## src/source/alu_macros.svh

```systemverilog
`ifndef ALU_MACROS_SVH
`define ALU_MACROS_SVH

// Operand and accumulator word width
`define DATA_WIDTH 32

// Operation code width
`define OP_WIDTH 6

// One quotient bit per divider iteration
`define DIV_STEPS `DATA_WIDTH

`endif

```

## src/source/alu_pkg.sv

```systemverilog
`default_nettype none
`include "alu_macros.svh"

package alu_pkg;

  // Encodings follow the existing core decoder
  typedef enum logic [`OP_WIDTH-1:0] {
    OP_ADD   = 6'b100000, OP_ADC   = 6'b100001, OP_QADD  = 6'b100010,
    OP_SUB   = 6'b100011, OP_SBC   = 6'b100100, OP_RSB   = 6'b100101,
    OP_QSUB  = 6'b100110,
    OP_MUL   = 6'b100111, OP_MLA   = 6'b101000, OP_MLS   = 6'b101001,
    OP_UMULL = 6'b101010, OP_UMLAL = 6'b101011, OP_SMULL = 6'b101100,
    OP_SMLAL = 6'b101101,
    OP_UDIV  = 6'b101110, OP_SDIV  = 6'b101111,
    OP_AND   = 6'b110000, OP_BIC   = 6'b110001, OP_ORR   = 6'b110010,
    OP_ORN   = 6'b110011, OP_EOR   = 6'b110100,
    OP_CMN   = 6'b110101, OP_TST   = 6'b110110, OP_TEQ   = 6'b110111,
    OP_CMP   = 6'b111000, OP_MOV   = 6'b111001,
    OP_LSR   = 6'b111010, OP_ASR   = 6'b111011, OP_LSL   = 6'b111100,
    OP_ROR   = 6'b111101, OP_RRX   = 6'b111110, OP_EON   = 6'b111111,
    OP_B     = 6'b010000, OP_CBZ   = 6'b010010, OP_CBNZ  = 6'b010011
  } aluOp_e;

  typedef struct packed {
    aluOp_e                 op;
    logic [`DATA_WIDTH-1:0] a;
    logic [`DATA_WIDTH-1:0] b;
    logic [`DATA_WIDTH-1:0] accLo;
    logic [`DATA_WIDTH-1:0] accHi;
    logic                   carryIn;
    logic [`DATA_WIDTH-1:0] cbzValue;
  } aluReq_t;

  typedef struct packed {
    logic saturated;
    logic negative;
    logic zero;
    logic carry;
    logic overflow;
  } aluFlags_t;

  // Long multiplies use wide, 32-bit units fill halves
  typedef union packed {
    logic [2*`DATA_WIDTH-1:0] wide;
    struct packed {
      logic [`DATA_WIDTH-1:0] hi;
      logic [`DATA_WIDTH-1:0] lo;
    } halves;
  } aluWide_u;

  typedef struct packed {
    aluWide_u value;
    logic     carry;
    logic     overflow;
    logic     saturated;
  } unitOut_t;

endpackage

`default_nettype wire

```

## src/source/add_sub_unit.sv

```systemverilog
`timescale 1ns/1ns
`default_nettype none
`include "alu_macros.svh"

module add_sub_unit (
  input wire alu_pkg::aluOp_e op,
  input wire [`DATA_WIDTH-1:0] a,
  input wire [`DATA_WIDTH-1:0] b,
  input wire carryIn,
  input wire [`DATA_WIDTH-1:0] cbzValue,
  output alu_pkg::unitOut_t out
);
  import alu_pkg::*;

  localparam logic [`DATA_WIDTH-1:0] SatMax = {1'b0, {(`DATA_WIDTH-1){1'b1}}};
  localparam logic [`DATA_WIDTH-1:0] SatMin = {1'b1, {(`DATA_WIDTH-1){1'b0}}};

  logic [`DATA_WIDTH-1:0] opX;
  logic [`DATA_WIDTH-1:0] opY;
  logic cin;
  logic takeBranch;
  logic [`DATA_WIDTH:0] sum;
  logic signedOvf;
  logic isSat;

  assign takeBranch = (op == OP_CBZ) ? (cbzValue == '0) : (cbzValue != '0);

  // Subtraction as a + ~b + 1, operands swapped for RSB
  always_comb begin
    opX = a;
    opY = b;
    cin = 1'b0;
    case (op)
      OP_ADC: cin = carryIn;
      OP_SUB, OP_CMP, OP_QSUB: begin
        opY = ~b;
        cin = 1'b1;
      end
      OP_SBC: begin
        opY = ~b;
        cin = carryIn;
      end
      OP_RSB: begin
        opX = b;
        opY = ~a;
        cin = 1'b1;
      end
      OP_CBZ, OP_CBNZ: opY = takeBranch ? b : '0;
      default: ;
    endcase
  end

  assign sum = {1'b0, opX} + {1'b0, opY} + (`DATA_WIDTH+1)'(cin);

  // Same operand signs but result sign differs
  assign signedOvf = (opX[`DATA_WIDTH-1] == opY[`DATA_WIDTH-1]) &&
                     (sum[`DATA_WIDTH-1] != opX[`DATA_WIDTH-1]);
  assign isSat = (op == OP_QADD || op == OP_QSUB) && signedOvf;

  always_comb begin
    out = '0;
    out.value.halves.lo = isSat ? (opX[`DATA_WIDTH-1] ? SatMin : SatMax)
                                : sum[`DATA_WIDTH-1:0];
    out.saturated = isSat;
    case (op)
      OP_ADD, OP_ADC, OP_CMN, OP_SUB, OP_SBC, OP_CMP, OP_RSB: begin
        out.carry = sum[`DATA_WIDTH];
        out.overflow = signedOvf;
      end
      OP_QADD, OP_QSUB: out.overflow = signedOvf;
      default: ;
    endcase
  end

endmodule

`default_nettype wire

```

## src/source/alu_control.sv

```systemverilog
`timescale 1ns/1ns
`default_nettype none
`include "alu_macros.svh"

module alu_control (
  input wire clk,
  input wire rst,
  input wire start,
  input wire alu_pkg::aluOp_e op,
  input wire alu_pkg::unitOut_t addOut,
  input wire alu_pkg::unitOut_t logicOut,
  input wire alu_pkg::unitOut_t macOut,
  input wire alu_pkg::unitOut_t divOut,
  input wire divDone,
  output logic divStart,
  output logic divSigned,
  output logic busy,
  output logic done,
  output alu_pkg::aluWide_u result,
  output alu_pkg::aluFlags_t flags
);
  import alu_pkg::*;

  localparam logic [1:0] UnitAdd = 2'd0;
  localparam logic [1:0] UnitLogic = 2'd1;
  localparam logic [1:0] UnitMac = 2'd2;
  localparam logic [1:0] UnitDiv = 2'd3;

  logic [1:0] unitSel;
  logic longOp;
  logic selLong;
  logic capture;
  unitOut_t selOut;
  aluFlags_t nextFlags;

  // Unit class per operation
  always_comb begin
    unitSel = UnitLogic;
    longOp = 1'b0;
    case (op)
      OP_ADD, OP_ADC, OP_QADD, OP_SUB, OP_SBC, OP_RSB, OP_QSUB,
      OP_CMN, OP_CMP, OP_B, OP_CBZ, OP_CBNZ: unitSel = UnitAdd;
      OP_MUL, OP_MLA, OP_MLS: unitSel = UnitMac;
      OP_UMULL, OP_UMLAL, OP_SMULL, OP_SMLAL: begin
        unitSel = UnitMac;
        longOp = 1'b1;
      end
      OP_UDIV, OP_SDIV: unitSel = UnitDiv;
      default: unitSel = UnitLogic;
    endcase
  end

  assign divStart = start && !busy && (unitSel == UnitDiv);
  assign divSigned = (op == OP_SDIV);

  // While busy only a division can be in flight
  always_comb begin
    if (busy) begin
      selOut = divOut;
    end else begin
      case (unitSel)
        UnitAdd: selOut = addOut;
        UnitLogic: selOut = logicOut;
        UnitMac: selOut = macOut;
        default: selOut = divOut;
      endcase
    end
  end

  assign selLong = longOp && !busy;
  assign capture = busy ? divDone : (start && unitSel != UnitDiv);

  always_comb begin
    nextFlags.saturated = selOut.saturated;
    nextFlags.negative = selLong ? selOut.value.wide[2*`DATA_WIDTH-1]
                                 : selOut.value.halves.lo[`DATA_WIDTH-1];
    nextFlags.zero = selLong ? (selOut.value.wide == '0) : (selOut.value.halves.lo == '0);
    nextFlags.carry = selOut.carry;
    nextFlags.overflow = selOut.overflow;
  end

  always_ff @(posedge clk) begin
    if (rst) begin
      busy <= 1'b0;
      done <= 1'b0;
      result <= '0;
      flags <= '0;
    end else begin
      done <= capture;
      if (divStart) begin
        busy <= 1'b1;
      end else if (busy && divDone) begin
        busy <= 1'b0;
      end
      // Outputs hold until the next completion
      if (capture) begin
        result <= selOut.value;
        flags <= nextFlags;
      end
    end
  end

  noStartWhileBusy: assert property (@(posedge clk) disable iff (rst) busy |-> !start);
  divDoneOnlyWhileBusy: assert property (@(posedge clk) disable iff (rst) divDone |-> busy);
  doneNotWithStart: assert property (@(posedge clk) disable iff (rst) done |-> !start);

endmodule

`default_nettype wire

```

## src/source/alu_top.sv

```systemverilog
`timescale 1ns/1ns
`default_nettype none

module alu_top (
  input wire clk,
  input wire rst,
  input wire start,
  input wire alu_pkg::aluReq_t req,
  output logic busy,
  output logic done,
  output alu_pkg::aluWide_u result,
  output alu_pkg::aluFlags_t flags
);
  import alu_pkg::*;

  unitOut_t addOut;
  unitOut_t logicOut;
  unitOut_t macOut;
  unitOut_t divOut;
  logic divStart;
  logic divSigned;
  logic divDone;

  alu_control control_i (
    .clk(clk),
    .rst(rst),
    .start(start),
    .op(req.op),
    .addOut(addOut),
    .logicOut(logicOut),
    .macOut(macOut),
    .divOut(divOut),
    .divDone(divDone),
    .divStart(divStart),
    .divSigned(divSigned),
    .busy(busy),
    .done(done),
    .result(result),
    .flags(flags)
  );

  add_sub_unit addSub_i (
    .op(req.op),
    .a(req.a),
    .b(req.b),
    .carryIn(req.carryIn),
    .cbzValue(req.cbzValue),
    .out(addOut)
  );

  logic_shift_unit logicShift_i (
    .op(req.op),
    .a(req.a),
    .b(req.b),
    .carryIn(req.carryIn),
    .out(logicOut)
  );

  mac_unit mac_i (
    .op(req.op),
    .a(req.a),
    .b(req.b),
    .accLo(req.accLo),
    .accHi(req.accHi),
    .out(macOut)
  );

  // Operands are sampled on the start cycle only
  div_unit div_i (
    .clk(clk),
    .rst(rst),
    .divStart(divStart),
    .divSigned(divSigned),
    .dividend(req.a),
    .divisor(req.b),
    .divDone(divDone),
    .out(divOut)
  );

endmodule

`default_nettype wire

```

## src/source/div_unit.sv

```systemverilog
`timescale 1ns/1ns
`default_nettype none
`include "alu_macros.svh"

module div_unit (
  input wire clk,
  input wire rst,
  input wire divStart,
  input wire divSigned,
  input wire [`DATA_WIDTH-1:0] dividend,
  input wire [`DATA_WIDTH-1:0] divisor,
  output logic divDone,
  output alu_pkg::unitOut_t out
);

  localparam int CountWidth = $clog2(`DIV_STEPS + 1);

  logic running;
  logic [CountWidth-1:0] count;
  logic [`DATA_WIDTH-1:0] dividendMag;
  logic [`DATA_WIDTH-1:0] divisorMag;
  logic [`DATA_WIDTH-1:0] quot;
  logic [`DATA_WIDTH-1:0] rem;
  logic [`DATA_WIDTH-1:0] dvs;
  logic negQ;
  logic zeroDiv;
  logic [`DATA_WIDTH+1:0] trial;

  assign dividendMag = (divSigned && dividend[`DATA_WIDTH-1]) ? -dividend : dividend;
  assign divisorMag = (divSigned && divisor[`DATA_WIDTH-1]) ? -divisor : divisor;

  // Shifted remainder minus divisor, negative means restore
  assign trial = {1'b0, rem, quot[`DATA_WIDTH-1]} - {2'b00, dvs};

  always_ff @(posedge clk) begin
    if (rst) begin
      running <= 1'b0;
      count <= '0;
      divDone <= 1'b0;
    end else begin
      divDone <= 1'b0;
      if (divStart) begin
        running <= 1'b1;
        count <= CountWidth'(`DIV_STEPS);
      end else if (running) begin
        count <= count - CountWidth'(1);
        if (count == CountWidth'(1)) begin
          running <= 1'b0;
          divDone <= 1'b1;
        end
      end
    end
  end

  // Quotient bits shift in where the dividend shifts out
  always_ff @(posedge clk) begin
    if (divStart) begin
      quot <= dividendMag;
      rem <= '0;
      dvs <= divisorMag;
      negQ <= divSigned && (dividend[`DATA_WIDTH-1] ^ divisor[`DATA_WIDTH-1]);
      zeroDiv <= (divisor == '0);
    end else if (running) begin
      quot <= {quot[`DATA_WIDTH-2:0], !trial[`DATA_WIDTH+1]};
      rem <= trial[`DATA_WIDTH+1] ? {rem[`DATA_WIDTH-2:0], quot[`DATA_WIDTH-1]}
                                  : trial[`DATA_WIDTH-1:0];
    end
  end

  // Sign fix gives truncation toward zero
  always_comb begin
    out = '0;
    if (!zeroDiv) begin
      out.value.halves.lo = negQ ? -quot : quot;
    end
  end

  noRestartWhileRunning: assert property (@(posedge clk) disable iff (rst)
    running |-> !divStart);

endmodule

`default_nettype wire

```

## src/source/logic_shift_unit.sv

```systemverilog
`timescale 1ns/1ns
`default_nettype none
`include "alu_macros.svh"

module logic_shift_unit (
  input wire alu_pkg::aluOp_e op,
  input wire [`DATA_WIDTH-1:0] a,
  input wire [`DATA_WIDTH-1:0] b,
  input wire carryIn,
  output alu_pkg::unitOut_t out
);
  import alu_pkg::*;

  logic [4:0] shAmt;
  logic [`DATA_WIDTH:0] lslExt;
  logic [`DATA_WIDTH:0] lsrExt;
  logic [`DATA_WIDTH:0] asrExt;
  logic [2*`DATA_WIDTH-1:0] rorExt;

  assign shAmt = b[4:0];

  // One spare bit catches the last bit shifted out
  assign lslExt = {1'b0, a} << shAmt;
  assign lsrExt = {a, 1'b0} >> shAmt;
  assign asrExt = $signed({a, 1'b0}) >>> shAmt;
  assign rorExt = {a, a} >> shAmt;

  always_comb begin
    out = '0;
    case (op)
      OP_AND, OP_TST: out.value.halves.lo = a & b;
      OP_BIC: out.value.halves.lo = a & ~b;
      OP_ORR: out.value.halves.lo = a | b;
      OP_ORN: out.value.halves.lo = a | ~b;
      OP_EOR, OP_TEQ: out.value.halves.lo = a ^ b;
      OP_EON: out.value.halves.lo = ~(a ^ b);
      OP_MOV: out.value.halves.lo = b;
      OP_LSL: begin
        out.value.halves.lo = lslExt[`DATA_WIDTH-1:0];
        out.carry = lslExt[`DATA_WIDTH];
      end
      OP_LSR: begin
        out.value.halves.lo = lsrExt[`DATA_WIDTH:1];
        out.carry = lsrExt[0];
      end
      OP_ASR: begin
        out.value.halves.lo = asrExt[`DATA_WIDTH:1];
        out.carry = asrExt[0];
      end
      OP_ROR: out.value.halves.lo = rorExt[`DATA_WIDTH-1:0];
      OP_RRX: out.value.halves.lo = {carryIn, a[`DATA_WIDTH-1:1]};
      default: ;
    endcase
  end

endmodule

`default_nettype wire

```

## src/source/mac_unit.sv

```systemverilog
`timescale 1ns/1ns
`default_nettype none
`include "alu_macros.svh"

module mac_unit (
  input wire alu_pkg::aluOp_e op,
  input wire [`DATA_WIDTH-1:0] a,
  input wire [`DATA_WIDTH-1:0] b,
  input wire [`DATA_WIDTH-1:0] accLo,
  input wire [`DATA_WIDTH-1:0] accHi,
  output alu_pkg::unitOut_t out
);
  import alu_pkg::*;

  logic signedOp;
  logic signed [`DATA_WIDTH:0] aOp;
  logic signed [`DATA_WIDTH:0] bOp;
  logic [2*`DATA_WIDTH-1:0] product;

  // Extra top bit makes one signed multiplier serve both forms
  assign signedOp = (op == OP_SMULL) || (op == OP_SMLAL);
  assign aOp = {signedOp & a[`DATA_WIDTH-1], a};
  assign bOp = {signedOp & b[`DATA_WIDTH-1], b};
  assign product = (2*`DATA_WIDTH)'(aOp) * (2*`DATA_WIDTH)'(bOp);

  always_comb begin
    out = '0;
    case (op)
      OP_MUL: out.value.halves.lo = product[`DATA_WIDTH-1:0];
      OP_MLA: out.value.halves.lo = accHi + product[`DATA_WIDTH-1:0];
      OP_MLS: out.value.halves.lo = accHi - product[`DATA_WIDTH-1:0];
      OP_UMULL, OP_SMULL: out.value.wide = product;
      OP_UMLAL, OP_SMLAL: out.value.wide = product + {accHi, accLo};
      default: ;
    endcase
  end

endmodule

`default_nettype wire

```

## config.mk

```make
export PLATFORM = sky130hd
export DESIGN_NAME = alu_top
export DESIGN_NICKNAME = d
export VERILOG_FILES = /design/src/source/alu_pkg.sv /design/src/source/add_sub_unit.sv /design/src/source/alu_control.sv /design/src/source/alu_top.sv /design/src/source/div_unit.sv /design/src/source/logic_shift_unit.sv /design/src/source/mac_unit.sv
export VERILOG_INCLUDE_DIRS = /design/src /design/src/source
export SDC_FILE = /design/constraint.sdc
export NUM_CORES = 2
export LEC_CHECK = 0
export ABC_CLOCK_PERIOD_IN_PS = 25400
export BUFFER_PORTS_ARGS = -buffer_cell sky130_fd_sc_hd__buf_2
export CAP_MARGIN = 20
export CELL_PAD_IN_SITES_DETAIL_PLACEMENT = 1
export CELL_PAD_IN_SITES_GLOBAL_PLACEMENT = 2
export CORE_MARGIN = 2
export CORE_UTILIZATION = 40
export DETAILED_ROUTE_END_ITERATION = 12
export PLACE_DENSITY_LB_ADDON = 0.3
export RECOVER_POWER = 50
export REMOVE_ABC_BUFFERS = 1
export SLEW_MARGIN = 40
export SYNTH_ARGS = -nofsm -noshare
export SYNTH_HDL_FRONTEND = slang
export SYNTH_HIERARCHICAL = 1
export SYNTH_SLANG_ARGS = --single-unit
```

## constraint.sdc

```tcl
create_clock -name clk -period 25.4 [get_ports clk]
set_input_delay 5.08 -clock clk [delete_from_list [all_inputs] [get_ports clk]]
set_output_delay 5.08 -clock clk [all_outputs]
set_load 0.02 [all_outputs]
```

==> results_dict.tcl <==
set metrics [dict create \
    drive_gt1_frac 0.0773 \
    yosys-top-cells-area "fa_1, ha_1, inv_1, nand2_1, dfxtp_1" \
    avgViaCountPerCell 6.00 \
    status "finished with violations" \
    fin_skew_ps 19.6 \
    ys_seq_area_frac 0.0613 \
    period_share 0.754 \
    dp_hpwl_mm 231 \
    grt_pass1_wl_mm 448 \
    syn_to_final_growth_pct 4.74 \
    via_count 62900 \
    synth-warning-count 6 \
    wl_per_cell_um 28.5 \
    max_stage_delay_ps 1140 \
    async_reset_ff_frac 0 \
    r2r_start "control_i/busy" \
    row_count 152 \
    cp-start-kind "input port" \
    cts.sinks 177 \
    port_buffers 240 \
    core_area_mm2 0.171 \
    seqCellArea_mm2 0.00421 \
    violations "max-capacitance violations, max-slew violations" \
    cts.clk_slew.worst_paths_ps 90 \
    setup_violations 0 \
    worstSetupPathType "in2reg" \
    netlist.area_leader.share 0.330 \
    rr_endpoint "div_i/rem[20]" \
    ys.flop_type "dfxtp_1" \
    syn_area_per_cell_um2 8.22 \
    cp_max_fo 28 \
    start_util 0.401 \
    detail-route-antenna-nets 0 \
    synth_edf_count 66 \
    n_fill_cell 20600 \
    arrival_ps 19640 \
    overflow 0 \
    startpoint "req[166]" \
    fmax_ghz 0.0522 \
    top_level_ports 241 \
    synthDistinctLibCells 134 \
    drc 0 \
    clk_latency_ps 540 \
    maxCapViolCount 5 \
    cts-root-buf "clkbuf_16" \
    synth_top_area_cell "fa_1" \
    relSlewSlack -1.40 \
    post_cts_resized 0 \
    die-area_mm2 0.175 \
    hp-start "control_i/result[23]" \
    grt_max_degree 71 \
    cts-hold-fix-buffers 0 \
    synthesis.area_mm2 0.0686 \
    min_to "control_i/result[23]" \
    antenna_found_initial 16 \
    ys_ff_latch 177 \
    drv_slew 245 \
    critPathCaptureType "flop" \
    hold_class "reg2reg" \
    hold_violations 0 \
    drt-pass1-iter-count 5 \
    critPathSlowestCell "clkbuf_1" \
    reg2regPathDepth 6 \
    cts_setup_buffers 0 \
    htree_num_levels 4 \
    gp_congestion 1.08 \
    cts_max_path_buffers 2 \
    cts_buffers 17 \
    crit_top_cell "fa_1" \
    tightest_slew_ps 3600 \
    rsz0062_at_grt "no" \
    multi_input_area_mm2 0.0574 \
    min_delay_path_depth 2 \
    drt_wl_total_mm 299 \
    fp.dieH_um 418 \
    grtUsageTotal 0.343 \
    nets 9908 \
    timing.reg2reg.setup_slack_ps 18510 \
    fin_setup_tns_ps 0 \
    first_iter_violations 5600 \
    grt_pass1_vias 67500 \
    cts_tree "done" \
    fp.dieW_um 418 \
    synthCells 8348 \
    required_ps 25890 \
    min_period_ps 19150 \
]
==> cell families (layout without fill, tap and decap cells) <==
family | after synthesis | count (layout) | share of synthesized area
adders and majority gates | 1512 | 1512 | 0.399
DFF | 177 | 177 | 0.0613
xor gates and xnor gates | 351 | 351 | 0.0454
other | 4 | 111 | 0.000219
AOI/OAI and AO/OA | 1598 | 1598 | 0.157
muxes | 265 | 265 | 0.0502
buffers and inverters | 1833 | 1625 | 0.109
and+or+nand+nor | 2608 | 2608 | 0.177
==> final cells by class <==
| type | count | share of cell area |
|---|---|---|
| flip-flops and latches | 177 | 0.0585 |
| inverters | 1189 | 0.0621 |
| well taps | 2233 | 0.0389 |
| multi-input cells | 6438 | 0.799 |
| clock inverters | 14 | 0.00225 |
| repair buffers | 404 | 0.0330 |
| diodes | 7 | 0.000244 |
| clock buffers | 18 | 0.00597 |
==> per-stage QoR <==
| stage | utilization | hold slack, ps | instances | area (um2) | setup WS [ps] |
|---|---|---|---|---|---|
| floorplan | - | 453 | 7804 | 65900 | 9680 |
| global placement | 0.417 | 447 | 10400 | 71200 | 6790 |
| detailed placement | 0.417 | 458 | 10400 | 71400 | 6440 |
| CTS | 0.421 | 471 | 10500 | 72000 | 6960 |
| global route | 0.420 | 500 | 10500 | 71800 | 5450 |
| finish | 0.420 | 468 | 10500 | 71900 | 6250 |
==> cell usage after synthesis, types with 30 or more instances <==
cell type / n
and3_1: 51
a31oi_1: 104
clkbuf_1: 431
nand2_1: 1145
ha_1: 381
nor2_1: 511
a221oi_1: 30
mux2i_1: 144
nand2b_1: 45
mux2_2: 63
nand4_1: 55
a21oi_1: 406
nor2b_1: 36
nor3_1: 98
o211ai_1: 40
a22oi_1: 37
inv_1: 1184
dfxtp_1: 111
nor4_1: 43
buf_2: 50
o21bai_1: 37
and2_1: 323
fa_1: 1130
a211oi_1: 55
o21ai_0: 256
xor2_1: 144
o22ai_1: 57
xnor2_1: 203
or2_2: 37
edfxtp_1: 66
buf_4: 125
mux4_2: 54
o31ai_1: 85
or3_1: 33
nand3_1: 136
a21o_1: 143
==> how the worst max path moves through the flow <==
stage | endpoint | slack, ps | depth (start not counted)
floorplan | control_i/flags[2] | 9680 | 42
finish | control_i/flags[2] | 6250 | 44
detailed placement | control_i/flags[2] | 6440 | 44
global route | control_i/flags[2] | 5450 | 40
CTS | control_i/flags[2] | 6960 | 44
global placement | control_i/flags[2] | 6790 | 44
==> cells in the final DEF (no fill, tap or decap), drive strengths merged, types with 18 or more instances in the layout <==
master / synthesis / routed
o221ai: 22 / 22
mux2i: 144 / 144
a22oi: 37 / 37
inv: 1188 / 1193
a21oi: 412 / 412
or2: 38 / 38
o41ai: 18 / 18
buf: 211 / 328
nand3: 137 / 137
clkbuf: 433 / 94
nor3: 103 / 103
o22ai: 57 / 57
nand2b: 45 / 45
nor4: 51 / 51
o21ai: 289 / 289
nand2: 1145 / 1145
conb: 4 / 104
a211oi: 58 / 58
or3: 33 / 33
and2: 326 / 326
and3: 51 / 51
nor2: 514 / 514
xnor2: 204 / 204
o211ai: 41 / 41
a21o: 144 / 144
mux4: 56 / 56
edfxtp: 66 / 66
xor2: 147 / 147
mux2: 65 / 65
o21bai: 37 / 37
ha: 381 / 381
fa: 1130 / 1130
dfxtp: 111 / 111
o31ai: 91 / 91
nor2b: 37 / 37
a221oi: 33 / 33
o21a: 28 / 28
nand4: 55 / 55
a31oi: 106 / 106
==> registers in the layout, indices dropped and copies added, names as in the netlist <==
register and flops:
control_i/done 1, control_i/result 64, div_i/running 1, div_i/divDone 1
div_i/rem 32, div_i/negQ 1, div_i/zeroDiv 1, control_i/flags 5
control_i/busy 1, div_i/quot 32, div_i/dvs 32, div_i/count 6
==> worst max-delay path, delay by kind of cell <==
| family | cells | cell delay, ps |
|---|---|---|
| AO/OA/AOI/OAI | 15 | 3430 |
| adder cells (fa/ha/maj) | 10 | 5260 |
| XOR/XNOR | 1 | 220 |
| buffers and inverters | 5 | 2110 |
| AND/OR/NAND/NOR | 13 | 3440 |
==> layer usage <==
metal	track usage	wire (um)	vias up
met4	0.134	13200	4
met1	0.451	124000	33000
met5	0	15	-
met2	0.558	138000	2392
li1	-	-	27000
met3	0.0609	23000	498
Power is not shown: default switching activity piles up to over one toggle a cycle in this logic, so the estimate is an artifact.
